`src/hdl/pet_bus_pkg.sv`:
```
// PET bus core package with the memory map, bus-cycle slot numbers and shared structs
`default_nettype none

package pet_bus_pkg;

    // Slot number within the 16-clock bus cycle
    typedef logic [3:0] slot_t;

    localparam slot_t VIDEO_RAM_SLOT   = 4'd1;     // Video RAM fetch
    localparam slot_t VIDEO_ROM_SLOT   = 4'd3;     // Character ROM fetch
    localparam slot_t PI_FIRST_SLOT    = 4'd4;     // Host group starts, grant decided here
    localparam slot_t PI_STROBE_SLOT   = 4'd6;     // Host strobe in slots 6..7
    localparam slot_t CPU_FIRST_SLOT   = 4'd8;     // CPU window opens
    localparam slot_t PHI2_FIRST_SLOT  = 4'd12;    // phi2 high in slots 12..15

    // Phase strobes, decoded from sequencer state and slot
    typedef struct packed {
        logic video_select;
        logic video_ram_strobe;
        logic video_rom_strobe;
        logic pi_select;
        logic pi_strobe;
        logic cpu_select;
        logic phi2;
    } bus_phase_t;

    // Result of the CPU address decode
    typedef struct packed {
        logic ram;
        logic io;
        logic pia1;
        logic pia2;
        logic via;
        logic is_readonly;      // ROM image held in RAM
        logic is_mirrored;      // Video RAM, A11/A10 dropped
    } mem_decode_t;

    // One host request, held stable by the host while pending
    typedef struct packed {
        logic        rw_b;      // 1 = read
        logic [16:0] addr;
        logic [7:0]  wdata;
    } pi_req_t;

    localparam logic [15:0] PI_CTL_ADDR    = 16'hE80F;     // Bit 0 res_b, bit 1 rdy
    localparam logic [15:0] PI_STATUS_ADDR = 16'hE80E;     // Graphics jumper in bit 0

    // Memory map
    localparam logic [15:0] VRAM_FIRST     = 16'h8000;
    localparam logic [15:0] ROM_FIRST      = 16'h9000;
    localparam logic [15:0] IO_FIRST       = 16'hE800;
    localparam logic [15:0] IO_LAST        = 16'hE8FF;
    localparam logic [15:0] ROM_HIGH_FIRST = 16'hF000;
    localparam logic [15:0] PIA1_FIRST     = 16'hE810;
    localparam logic [15:0] PIA1_LAST      = 16'hE813;
    localparam logic [15:0] PIA2_FIRST     = 16'hE820;
    localparam logic [15:0] PIA2_LAST      = 16'hE823;
    localparam logic [15:0] VIA_FIRST      = 16'hE840;
    localparam logic [15:0] VIA_LAST       = 16'hE84F;
    localparam logic [16:0] VRAM_BASE      = {1'b0, VRAM_FIRST};   // Video fetch base in RAM

endpackage

`default_nettype wire

```
`src/hdl/slot_counter.sv`:
```
// Slot counter, free-running 4-bit position within the 16-clock bus cycle
`timescale 1ns/10ps
`default_nettype none

module slot_counter (
    input  wire logic           clk16,
    input  wire logic           reset,
    output pet_bus_pkg::slot_t  slot
);
    import pet_bus_pkg::*;

    // Wraps from 15 back to 0 on its own
    always_ff @(posedge clk16) begin
        if (reset) begin
            slot <= '0;
        end else begin
            slot <= slot + slot_t'(1);
        end
    end

    // Every phase decode downstream relies on a strict +1 walk
    property p_slot_advance;
        @(posedge clk16) disable iff (reset)
            !$past(reset) |-> (slot == slot_t'($past(slot) + slot_t'(1)));
    endproperty

    a_slot_advance: assert property (p_slot_advance)
        else $error("slot_counter: slot skipped from %0d to %0d", $past(slot), slot);

endmodule

`default_nettype wire

```
`src/hdl/bus_sequencer.sv`:
```
// Bus sequencer, FSM that hands each slot group to video, host or CPU and builds phase strobes
`timescale 1ns/10ps
`default_nettype none

module bus_sequencer (
    input  wire logic               clk16,
    input  wire logic               reset,
    input  pet_bus_pkg::slot_t      slot,
    input  wire logic               pi_request,
    output pet_bus_pkg::bus_phase_t phase
);
    import pet_bus_pkg::*;

    typedef enum logic [1:0] {
        VIDEO,
        PI_IDLE,
        PI_ACCESS,
        CPU
    } state_t;

    state_t state;
    state_t state_next;
    slot_t  slot_next;      // Slot of the coming clock

    assign slot_next = slot + slot_t'(1);

    // State only moves at group boundaries
    always_comb begin
        state_next = state;
        case (slot_next)
            PI_FIRST_SLOT:  state_next = pi_request ? PI_ACCESS : PI_IDLE;    // Grant check
            CPU_FIRST_SLOT: state_next = CPU;
            slot_t'(0):     state_next = VIDEO;
            default:        state_next = state;
        endcase
    end

    always_ff @(posedge clk16) begin
        if (reset) begin
            state <= VIDEO;         // Counter restarts at slot 0 too
        end else begin
            state <= state_next;
        end
    end

    // Strobes straight from state and slot, no extra register stage
    always_comb begin
        phase                  = '0;
        phase.video_select     = (state == VIDEO);
        phase.video_ram_strobe = (state == VIDEO) && (slot == VIDEO_RAM_SLOT);
        phase.video_rom_strobe = (state == VIDEO) && (slot == VIDEO_ROM_SLOT);
        phase.pi_select        = (state == PI_ACCESS);
        phase.pi_strobe        = (state == PI_ACCESS) && (slot >= PI_STROBE_SLOT);  // 6..7
        phase.cpu_select       = (state == CPU);
        phase.phi2             = (state == CPU) && (slot >= PHI2_FIRST_SLOT);      // 12..15
    end

    // Never two bus owners at once
    a_select_onehot: assert property (
        @(posedge clk16) disable iff (reset)
            $onehot0({phase.video_select, phase.pi_select, phase.cpu_select}))
        else $error("bus_sequencer: more than one select active");

    // phi2 opens only at slot 12 inside the CPU window
    a_phi2_in_cpu: assert property (
        @(posedge clk16) disable iff (reset)
            $rose(phase.phi2) |-> (state == CPU) && (slot == PHI2_FIRST_SLOT))
        else $error("bus_sequencer: phi2 rose outside the CPU window");

endmodule

`default_nettype wire

```
`src/hdl/pi_bridge.sv`:
```
// Host bridge, pending/done handshake, CPU reset/ready control register and read-data latch
`timescale 1ns/10ps
`default_nettype none

module pi_bridge #(
    parameter logic [15:0] CTL_ADDR    = pet_bus_pkg::PI_CTL_ADDR,
    parameter logic [15:0] STATUS_ADDR = pet_bus_pkg::PI_STATUS_ADDR
) (
    input  wire logic               clk16,
    input  wire logic               reset,
    input  pet_bus_pkg::bus_phase_t phase,
    input  pet_bus_pkg::pi_req_t    pi_req,
    input  wire logic               pi_pending,
    input  wire logic               gfx,
    input  wire logic [7:0]         bus_data_in,
    output logic                    pi_request,
    output logic                    pi_done,
    output logic [7:0]              pi_rdata,
    output logic                    res_b,
    output logic                    cpu_rdy
);
    logic strobe_q;         // pi_strobe seen on the previous clock
    logic strobe_last;      // Final clock of the strobe, slot 7
    logic hit_ctl;
    logic hit_status;

    assign strobe_last = phase.pi_strobe && strobe_q;
    assign hit_ctl     = (pi_req.addr == {1'b0, CTL_ADDR});
    assign hit_status  = (pi_req.addr == {1'b0, STATUS_ADDR});

    // Ask for a slot until the current request is done
    assign pi_request = pi_pending && !pi_done;

    always_ff @(posedge clk16) begin
        if (reset) begin
            strobe_q <= 1'b0;
            pi_done  <= 1'b0;
            res_b    <= 1'b0;       // CPU held in reset until the host releases it
            cpu_rdy  <= 1'b0;
        end else begin
            strobe_q <= phase.pi_strobe;
            if (strobe_last) begin
                pi_done <= 1'b1;
            end else if (!pi_pending) begin
                pi_done <= 1'b0;    // Host has seen done and let go
            end
            // Write also lands in RAM below, as on the board
            if (strobe_last && !pi_req.rw_b && hit_ctl) begin
                res_b   <= pi_req.wdata[0];
                cpu_rdy <= pi_req.wdata[1];
            end
        end
    end

    // Captured at the end of a read strobe
    always_ff @(posedge clk16) begin
        if (strobe_last && pi_req.rw_b) begin
            pi_rdata <= hit_status ? {7'b0, gfx} : bus_data_in;
        end
    end

    // A host that drops pending mid-access would get an unrequested done
    a_done_needs_pending: assert property (
        @(posedge clk16) disable iff (reset)
            $rose(pi_done) |-> $past(pi_pending))
        else $error("pi_bridge: pi_done rose without pi_pending");

endmodule

`default_nettype wire

```
`src/hdl/address_decoder.sv`:
```
// Address decoder, combinational memory-map decode of the CPU address
`timescale 1ns/10ps
`default_nettype none

module address_decoder (
    input  wire logic [15:0]         cpu_addr,
    output pet_bus_pkg::mem_decode_t decode
);
    import pet_bus_pkg::*;

    logic in_io;
    logic in_vram;
    logic in_rom;

    assign in_io   = (cpu_addr >= IO_FIRST) && (cpu_addr <= IO_LAST);
    assign in_vram = (cpu_addr >= VRAM_FIRST) && (cpu_addr < ROM_FIRST);
    // Two ROM areas, either side of the I/O block
    assign in_rom  = ((cpu_addr >= ROM_FIRST) && (cpu_addr < IO_FIRST))
                  || (cpu_addr >= ROM_HIGH_FIRST);

    always_comb begin
        decode = '0;
        if (cpu_addr < VRAM_FIRST) begin
            decode.ram = 1'b1;                  // Plain RAM
        end else if (in_vram) begin
            decode.ram         = 1'b1;
            decode.is_mirrored = 1'b1;          // 1KB/2KB image repeated over 4KB
        end else if (in_io) begin
            decode.io   = 1'b1;                 // RAM stays off here
            decode.pia1 = (cpu_addr >= PIA1_FIRST) && (cpu_addr <= PIA1_LAST);
            decode.pia2 = (cpu_addr >= PIA2_FIRST) && (cpu_addr <= PIA2_LAST);
            decode.via  = (cpu_addr >= VIA_FIRST) && (cpu_addr <= VIA_LAST);
        end else if (in_rom) begin
            decode.ram         = 1'b1;
            decode.is_readonly = 1'b1;          // ROM images loaded into RAM by the host
        end
        // E900..EFFF left undecoded, open bus
    end

endmodule

`default_nettype wire

```
`src/hdl/memory_control.sv`:
```
// Memory control, shared SRAM strobes and address steering, chip selects and bus direction
`timescale 1ns/10ps
`default_nettype none

module memory_control #(
    parameter logic [16:0] VIDEO_BASE = pet_bus_pkg::VRAM_BASE
) (
    input  pet_bus_pkg::bus_phase_t  phase,
    input  pet_bus_pkg::mem_decode_t decode,
    input  wire logic [15:0]         cpu_addr,
    input  wire logic                cpu_rw_b,
    input  pet_bus_pkg::pi_req_t     pi_req,
    input  wire logic [11:0]         video_addr,
    input  wire logic                cpu_rdy,
    output logic [16:0]              ram_addr,
    output logic                     ram_ce_b,
    output logic                     ram_oe_b,
    output logic                     ram_we_b,
    output logic                     cpu_be,
    output logic                     pia1_cs2_b,
    output logic                     pia2_cs2_b,
    output logic                     via_cs2_b,
    output logic                     io_oe_b,
    output logic                     bus_rw_b_out,
    output logic                     bus_data_oe
);
    logic pi_read;
    logic pi_write;
    logic cpu_read;
    logic cpu_write;
    logic ram_ce;
    logic ram_oe;
    logic ram_we;

    assign pi_read   = phase.pi_strobe && pi_req.rw_b;
    assign pi_write  = phase.pi_strobe && !pi_req.rw_b;
    assign cpu_read  = phase.phi2 && cpu_rw_b;
    assign cpu_write = phase.phi2 && !cpu_rw_b;

    // CPU drives the bus only in its window and while ready
    assign cpu_be = phase.cpu_select && cpu_rdy;

    assign pia1_cs2_b = !(decode.pia1 && cpu_be);
    assign pia2_cs2_b = !(decode.pia2 && cpu_be);
    assign via_cs2_b  = !(decode.via && cpu_be);
    assign io_oe_b    = !(decode.io && cpu_be);

    // Host and video own the address outside the CPU window
    always_comb begin
        if (phase.pi_select) begin
            ram_addr = pi_req.addr;                             // Full 128KB reach
        end else if (phase.video_select) begin
            ram_addr = VIDEO_BASE + {5'b0, video_addr};
        end else if (decode.is_mirrored) begin
            ram_addr = {1'b0, cpu_addr[15:12], 2'b00, cpu_addr[9:0]};  // Fold A11/A10
        end else begin
            ram_addr = {1'b0, cpu_addr};
        end
    end

    assign ram_ce = decode.ram || !phase.cpu_select;
    assign ram_oe = pi_read || phase.video_ram_strobe || phase.video_rom_strobe
                 || (cpu_read && cpu_be);
    assign ram_we = pi_write || (cpu_write && cpu_be && !decode.is_readonly);  // ROM guard

    assign ram_ce_b = !ram_ce;
    assign ram_oe_b = !ram_oe;
    assign ram_we_b = !ram_we;

    // Core drives rw_b and data only for a host write
    assign bus_rw_b_out = !pi_write;
    assign bus_data_oe  = pi_write;

    // Relies on the sequencer never overlapping host strobe, video strobes and phi2
    always_comb begin
        assert (!(ram_oe && ram_we))
            else $error("memory_control: RAM output and write enables active together");
    end

endmodule

`default_nettype wire

```
`src/hdl/pet_bus.sv`:
```
// PET bus core top, slot timing, host bridge, address decode and memory control wired up
`timescale 1ns/10ps
`default_nettype none

module pet_bus #(
    parameter logic [15:0] CTL_ADDR    = pet_bus_pkg::PI_CTL_ADDR,
    parameter logic [15:0] STATUS_ADDR = pet_bus_pkg::PI_STATUS_ADDR,
    parameter logic [16:0] VIDEO_BASE  = pet_bus_pkg::VRAM_BASE
) (
    input  wire logic            clk16,             // 16 MHz master clock
    input  wire logic            reset,
    // CPU side
    input  wire logic [15:0]     cpu_addr,
    input  wire logic            cpu_rw_b,
    output logic                 cpu_be,
    output logic                 phi2,              // 1 MHz CPU clock
    output logic                 res_b,
    output logic                 cpu_rdy,
    // Host side
    input  pet_bus_pkg::pi_req_t pi_req,
    input  wire logic            pi_pending,
    output logic                 pi_done,
    output logic [7:0]           pi_rdata,
    input  wire logic            gfx,               // Graphics jumper
    // Video
    input  wire logic [11:0]     video_addr,
    output logic                 video_ram_strobe,
    output logic                 video_rom_strobe,
    // Shared bus and RAM
    input  wire logic [7:0]      bus_data_in,
    output logic [16:0]          ram_addr,
    output logic                 ram_ce_b,
    output logic                 ram_oe_b,
    output logic                 ram_we_b,
    output logic                 pia1_cs2_b,
    output logic                 pia2_cs2_b,
    output logic                 via_cs2_b,
    output logic                 io_oe_b,
    output logic                 bus_rw_b_out,
    output logic                 bus_data_oe
);
    import pet_bus_pkg::*;

    slot_t       slot;
    bus_phase_t  phase;
    mem_decode_t decode;
    logic        pi_request;

    assign phi2             = phase.phi2;
    assign video_ram_strobe = phase.video_ram_strobe;
    assign video_rom_strobe = phase.video_rom_strobe;

    slot_counter u_slot_counter (.clk16(clk16), .reset(reset), .slot(slot));

    bus_sequencer u_bus_sequencer (.clk16(clk16), .reset(reset), .slot(slot),
        .pi_request(pi_request), .phase(phase));

    pi_bridge #(.CTL_ADDR(CTL_ADDR), .STATUS_ADDR(STATUS_ADDR)) u_pi_bridge (
        .clk16(clk16), .reset(reset), .phase(phase), .pi_req(pi_req),
        .pi_pending(pi_pending), .gfx(gfx), .bus_data_in(bus_data_in),
        .pi_request(pi_request), .pi_done(pi_done), .pi_rdata(pi_rdata),
        .res_b(res_b), .cpu_rdy(cpu_rdy));

    address_decoder u_address_decoder (.cpu_addr(cpu_addr), .decode(decode));

    memory_control #(.VIDEO_BASE(VIDEO_BASE)) u_memory_control (
        .phase(phase), .decode(decode), .cpu_addr(cpu_addr), .cpu_rw_b(cpu_rw_b),
        .pi_req(pi_req), .video_addr(video_addr), .cpu_rdy(cpu_rdy),
        .ram_addr(ram_addr), .ram_ce_b(ram_ce_b), .ram_oe_b(ram_oe_b),
        .ram_we_b(ram_we_b), .cpu_be(cpu_be), .pia1_cs2_b(pia1_cs2_b),
        .pia2_cs2_b(pia2_cs2_b), .via_cs2_b(via_cs2_b), .io_oe_b(io_oe_b),
        .bus_rw_b_out(bus_rw_b_out), .bus_data_oe(bus_data_oe));

endmodule

`default_nettype wire

```
`config.mk`:
```
export PLATFORM = sky130hd
export DESIGN_NAME = pet_bus
export DESIGN_NICKNAME = d
export VERILOG_FILES = /design/src/hdl/pet_bus_pkg.sv /design/src/hdl/slot_counter.sv /design/src/hdl/bus_sequencer.sv /design/src/hdl/pi_bridge.sv /design/src/hdl/address_decoder.sv /design/src/hdl/memory_control.sv /design/src/hdl/pet_bus.sv
export SDC_FILE = /design/constraint.sdc
export NUM_CORES = 1
export LEC_CHECK = 0
export BUFFER_PORTS_ARGS = -buffer_cell sky130_fd_sc_hd__buf_2
export CAP_MARGIN = 5
export CORE_MARGIN = 10
export CORE_UTILIZATION = 43
export CTS_CLUSTER_SIZE = 25
export DETAILED_ROUTE_END_ITERATION = 8
export PLACE_DENSITY = 0.84
export SLEW_MARGIN = 20
export SYNTH_ARGS = -nofsm -noshare
export SYNTH_HDL_FRONTEND = slang
export SYNTH_HIERARCHICAL = 1
export SYNTH_SLANG_ARGS = --single-unit
```
`constraint.sdc`:
```
create_clock -name clk16 -period 2.6 [get_ports clk16]
set_clock_uncertainty 0.15 [all_clocks]
set_input_delay 0.13 -clock clk16 [delete_from_list [all_inputs] [get_ports clk16]]
set_output_delay 0.13 -clock clk16 [all_outputs]
set_load 0.02 [all_outputs]
```
-- Word level (Yosys, flattened, before mapping)
Index checks and enable logic that the tools add are counted.
- bits in registers: 18
- output and inout port bits: 41
- add/sub/neg operators: 2
- reductions and logical operators: 49
- magnitude comparators: 16
- equality and inequality tests: 9
- muxes and demuxes: 16
- operators by type and width (cell ; count):
    greater-or-equal comparator 16 bit, second input constant ; 7
    less-or-equal comparator 16 bit, second input constant ; 4
    less-than comparator 16 bit, second input constant ; 3
    equality test 17 x 16 -> 1 bit, second input constant ; 2
    2-to-1 mux 17 bit ; 2
    logical AND 1 bit ; 27
    adder 16 x 12 -> 17 bit, first input constant ; 1
    logical NOT 1 bit ; 13
    2-to-1 mux 12 bit ; 1
    2-to-1 mux 1 bit ; 8
    logical OR 1 bit ; 6
    2-to-1 mux 6 bit ; 1
    case mux 2 bit (3 select lines) ; 1
    2-to-1 mux 5 bit ; 1
    adder 4 x 1 -> 4 bit, second input constant ; 1
    equality test 2 bit, second input constant ; 2
    equality test 4 x 1 -> 1 bit, second input constant ; 1
    equality test 4 x 2 -> 1 bit, second input constant ; 1
    equality test 4 x 3 -> 1 bit, second input constant ; 1
    equality test 4 bit, second input constant ; 1
    greater-or-equal comparator 4 x 3 -> 1 bit, second input constant ; 1
    greater-or-equal comparator 4 bit, second input constant ; 1
    logical NOT 4 bit ; 1
    2-to-1 mux 4 bit ; 1
    4 further kinds ; 4

-- Logic depth before layout (Yosys ltp)
- word-level depth: 11
- depth in mapped cells: 5

-- By module
Netlist, hierarchy kept.
- by module, submodules not included (module ; area each (µm²) ; cells each ; instances):
    pi_bridge ; 555.5 ; 39 ; 1
    memory_control ; 389.1 ; 66 ; 1
    address_decoder ; 153.9 ; 20 ; 1
    bus_sequencer ; 152.6 ; 22 ; 1
    slot_counter ; 145.1 ; 13 ; 1

-- Least setup slack after synthesis
OpenSTA, ideal clock, no wires.
- path kind: reg-to-reg
- from: register u_bus_sequencer.state[1]
- to: register u_pi_bridge.cpu_rdy
- stages on the path, launching flop included: 6
- library setup time: 0.072 ns
- setup slack: 0.900 ns
- buffers on the path: 0
- arrival: 1.478 ns
- period minus slack after synthesis: 1.700 ns
- path through: dfxtp_1 -> nor2b_1 -> nor2b_1 -> nand2_1 -> nor4b_4 -> mux2i_1
- RTL lines (item ; RTL line ; text):
    start: declaration ; bus_sequencer.sv:21 ; state_t state;
    start signal: assignment ; bus_sequencer.sv:42 ; state <= state_next;
    end signal: assignment ; pi_bridge.sv:50 ; cpu_rdy <= pi_req.wdata[1];
    end: declaration ; pi_bridge.sv:20 ; output logic cpu_rdy

-- Worst setup path in the final report
- from: input pi_req[15] (netlist bit)
- to: register u_pi_bridge.pi_rdata[0] (data pin)
- cells in the longest elaborated chain, start to end: 2
- RTL lines (item ; RTL line ; text):
    start: declaration ; pet_bus.sv:20 ; input pet_bus_pkg::pi_req_t pi_req,
    equality test 17 x 16 -> 1 bit ; pi_bridge.sv:29 ; assign hit_status = (pi_req.addr == {1'b0, STATUS_ADDR});
    2-to-1 mux 1 bit ; pi_bridge.sv:58 ; pi_rdata <= hit_status ? {7'b0, gfx} : bus_data_in;
    end signal: assignment ; pi_bridge.sv:58 ;
    end: declaration ; pi_bridge.sv:18 ; output logic [7:0] pi_rdata,
No other way between the ends.
A chain may end at the register's enable or synchronous reset.

==> impl_metrics.yaml <==
sta:
  finalMaxSlewViolations: 0
  final_critical_path_setup_slack_ns: 0.5656
  final_hold_viol_count: 0
  setup_viol: 0
  least_margin_pin_slew_ns: 0.3917
  timing.final.crit_share_pct: 78.25
  timing.setup.tns_ns: 0
  worst_slew_margin_rel_pct: 73.86
  grt_setup_unrepaired: "false"
  min_period_ns: 2.034
  max_freq_mhz: 491.5
yosys:
  post-synth-top-count-cell: "sky130_fd_sc_hd__nand2_1"
  synth.cell_area_mm2: 0.001396
  yosys.area.top_type: "sky130_fd_sc_hd__edfxtp_1"
  yosysSeqAreaShare_pct: 31.54
  syn-num-nets: 228
  post_synth_inst_count: 160
  asyncSetResetFlopFracSynth_pct: 0
  synth_common_cells: "sky130_fd_sc_hd__nand2_1 (21), sky130_fd_sc_hd__nor2b_1 (17), sky130_fd_sc_hd__mux2i_1 (12)"
  yosys_warnings: 6
  post_synth_main_area_contributors: "sky130_fd_sc_hd__edfxtp_1 (17%), sky130_fd_sc_hd__dfxtp_1 (14%), sky130_fd_sc_hd__mux2i_1 (8.6%), sky130_fd_sc_hd__nor2b_1 (7.6%), sky130_fd_sc_hd__nand2_1 (5.6%)"
  synth_edf_count: 8
  synth_cell_types: 41
  synth.avg_cell_area_um2: 8.727
  synthFlopType: "sky130_fd_sc_hd__dfxtp_1"
  ys_ff_latch: 18
  synth_top_area_share_pct: 17.20
floorplanning:
  rows: 20
  floorplan.io_pins: 108
  floorplan.die_area_mm2: 0.005927
  start_util_pct: 45.37
  floorplan.die.width_um: 76.99
  placeableCoreArea_mm2: 0.003078
  fp.dieH_um: 76.99
worst_setup_path:
  crit_path_max_fanout: 8
  r2r.worst_path.cells: 5
  crit_path_required_time_ns: 2.50
  crit_arrival_ns: 1.93
  worstSetupStartpointType: "input pin"
  rr_startpoint: "u_slot_counter/slot[2]"
  worst_setup_path_startpoint: "pi_req[15]"
  kind_of_critical_path: "in -> reg"
  worst_r2r_endpoint: "u_pi_bridge/pi_done"
  critPathCapture: "u_pi_bridge/pi_rdata[0]"
  end_kind: "flop"
  r2r_setup_slack_ns: 0.65
power_and_ir_drop:
  power_report.internal_total_mw: 0.4660
  leakagePower_nw: 1.035
  comb_power_share_pct: 34.6
  power.share.sequential_pct: 45.0
  switching_power_mw: 0.2184
  switching_power_as_a_share_of_total_power_pct: 31.91
  peakVddDrop_mv: 0.2484
  cellPowerDensity_mw_per_mm2: 326.4
  power.share.clock_pct: 20.5
outcome:
  outcome: "completed"
detailed_routing:
  avgRoutedWirePerCell_um: 14.80
  first_pass_drt_iterations: 4
  via_density_per_instance: 4.896
  route.final.wire_length_mm: 4.705
  post-route-drc-count: 0
  vias: 1557
  final_antenna_net_count: 0
  dr.first_iter.drc_count: 116
clock_tree:
  cts_buffers: 3
  tritoncts_num_sinks: 18
  clock_path_buffers: 2
  worst_skew_pair.late_latency_ns: 0.29
  post_cts_resized: 0
  tritoncts: "yes"
  clock_tree.root_cell: "sky130_fd_sc_hd__clkbuf_4"
  cts.reportedPaths.clkPinSlew_ns: 0.09
  cts_hold_buf: 13
  postCtsSetupRepairBufs: 0
  cts.htree.levels: 1
min_path:
  hold_class: "in -> reg"
placed_design:
  place_ws_ns: 0.7740
  dp_hpwl_mm: 3.978
  finalWeightedCongestion: 0.8546
  placedInstanceArea_mm2: 0.001941
  port_buffers: 101
layout:
  layout_cell_share_with_drive_strength_beyond_1_pct: 43.80
  post_route_utilization_pct: 68.13
  area_growth_syn_to_layout_pct: 50.18
  final_cell_area_mm2: 0.002097
  n_antenna_cell: 0
  finish.net_count: 343
global_routing:
  grt_overflow: 0
  vias_in_the_first_global_route: 1625
  grtUsageTotal_pct: 15.48
  grt_max_degree: 33
  grt_pass1_wl_mm: 7.728
  grt_antenna_before_repair: 0
run:
  max-cap-violations: 0
-- placed cells by master, fill, tap and decap left out, types with 2 or more instances in the layout --
cell type / Yosys / final
sky130_fd_sc_hd__dlygate4sd3_1: 0 / 13
sky130_fd_sc_hd__edfxtp_1: 8 / 8
sky130_fd_sc_hd__a22o_1: 2 / 2
sky130_fd_sc_hd__clkbuf_4: 0 / 3
sky130_fd_sc_hd__nor2b_1: 17 / 16
sky130_fd_sc_hd__o21ai_1: 9 / 9
sky130_fd_sc_hd__or3b_1: 2 / 2
sky130_fd_sc_hd__nand2_1: 21 / 21
sky130_fd_sc_hd__nor2_1: 10 / 10
sky130_fd_sc_hd__dfxtp_1: 10 / 10
sky130_fd_sc_hd__buf_4: 1 / 2
sky130_fd_sc_hd__inv_1: 3 / 3
sky130_fd_sc_hd__nor4_2: 2 / 2
sky130_fd_sc_hd__and4b_1: 2 / 2
sky130_fd_sc_hd__and3_1: 2 / 2
sky130_fd_sc_hd__a31oi_1: 2 / 2
sky130_fd_sc_hd__nor4b_4: 2 / 2
sky130_fd_sc_hd__and2_1: 5 / 5
sky130_fd_sc_hd__nand2b_1: 9 / 9
sky130_fd_sc_hd__mux2i_1: 12 / 12
sky130_fd_sc_hd__o21ai_0: 8 / 8
sky130_fd_sc_hd__nor4_1: 2 / 2
sky130_fd_sc_hd__a21oi_1: 8 / 8
sky130_fd_sc_hd__buf_2: 0 / 101
-- through the flow --
step | hold WS, ns | power [mW] | cells
floorplan | 0.04669 | 0.4341 | 160
global placement | 0.2426 | 0.5329 | 301
detailed placement | 0.2499 | 0.5368 | 301
CTS | 0.0005004 | 0.6915 | 318
global route | 0.03033 | 0.7234 | 318
finish | 0.01325 | 0.6844 | 318
-- registers in the layout (all words and copies together), names as in the netlist --
register	flops
u_pi_bridge/res_b	1
u_bus_sequencer/state	2
u_pi_bridge/strobe_q	1
u_slot_counter/slot	4
u_pi_bridge/pi_rdata	8
u_pi_bridge/cpu_rdy	1
u_pi_bridge/pi_done	1
-- routing by layer --
metal | vias to the layer above | global-route usage (%) | share of wire, %
li1 | 794 | - | -
met1 | 710 | 17.97 | 41
met4 | 0 | 1.642 | 0.21
met3 | 2 | 6.294 | 8.3
met2 | 51 | 26.81 | 51
met5 | - | 0 | 0
-- area by class of cell --
class | count | area, um^2
clock buffer | 3 | 22.52
clock inverter | 1 | 3.754
fill | 288 | 980.9
inverter | 3 | 11.26
multi-input combinational | 133 | 913.4
sequential | 18 | 440.4
tap | 44 | 55.05
timing repair buffer | 116 | 650.6
-- how the worst min path moves through the flow --
stage | cells after the start | startpoint | to
global placement | 3 | pi_req[0] | u_pi_bridge/res_b
floorplan | 1 | reset | u_slot_counter/slot[0]
global route | 2 | bus_data_in[5] | u_pi_bridge/pi_rdata[5]
CTS | 2 | bus_data_in[5] | u_pi_bridge/pi_rdata[5]
detailed placement | 3 | pi_pending | u_pi_bridge/pi_done
finish | 2 | bus_data_in[5] | u_pi_bridge/pi_rdata[5]
-- power by group through the flow --
stage	Clock (mW)	Sequential (mW)	Combinational [mW]
CTS	0.146	0.308	0.237
detailed placement	0	0.314	0.223
global route	0.155	0.309	0.259
global placement	0	0.314	0.219
finish	0.140	0.308	0.237
floorplan	0	0.312	0.122
-- critical path, stage by stage --
cell and delay [ns]:
sky130_fd_sc_hd__buf_2 0.11, sky130_fd_sc_hd__nor4_2 0.33, sky130_fd_sc_hd__nand4_2 0.24, sky130_fd_sc_hd__nor2_4 0.23, sky130_fd_sc_hd__mux2_1 0.33, sky130_fd_sc_hd__dlygate4sd3_1 0.56
-- logic make-up after synthesis --
logic type,Yosys count,share of synthesized area (%)
mux,14,10.48
buf+inv,9,3.226
fa+ha+maj,1,0.8959
compound gates,31,12.28
flops,18,31.54
xor+xnor,1,0.6274
simple gates,86,40.95
(Power assumes the default switching activity.)
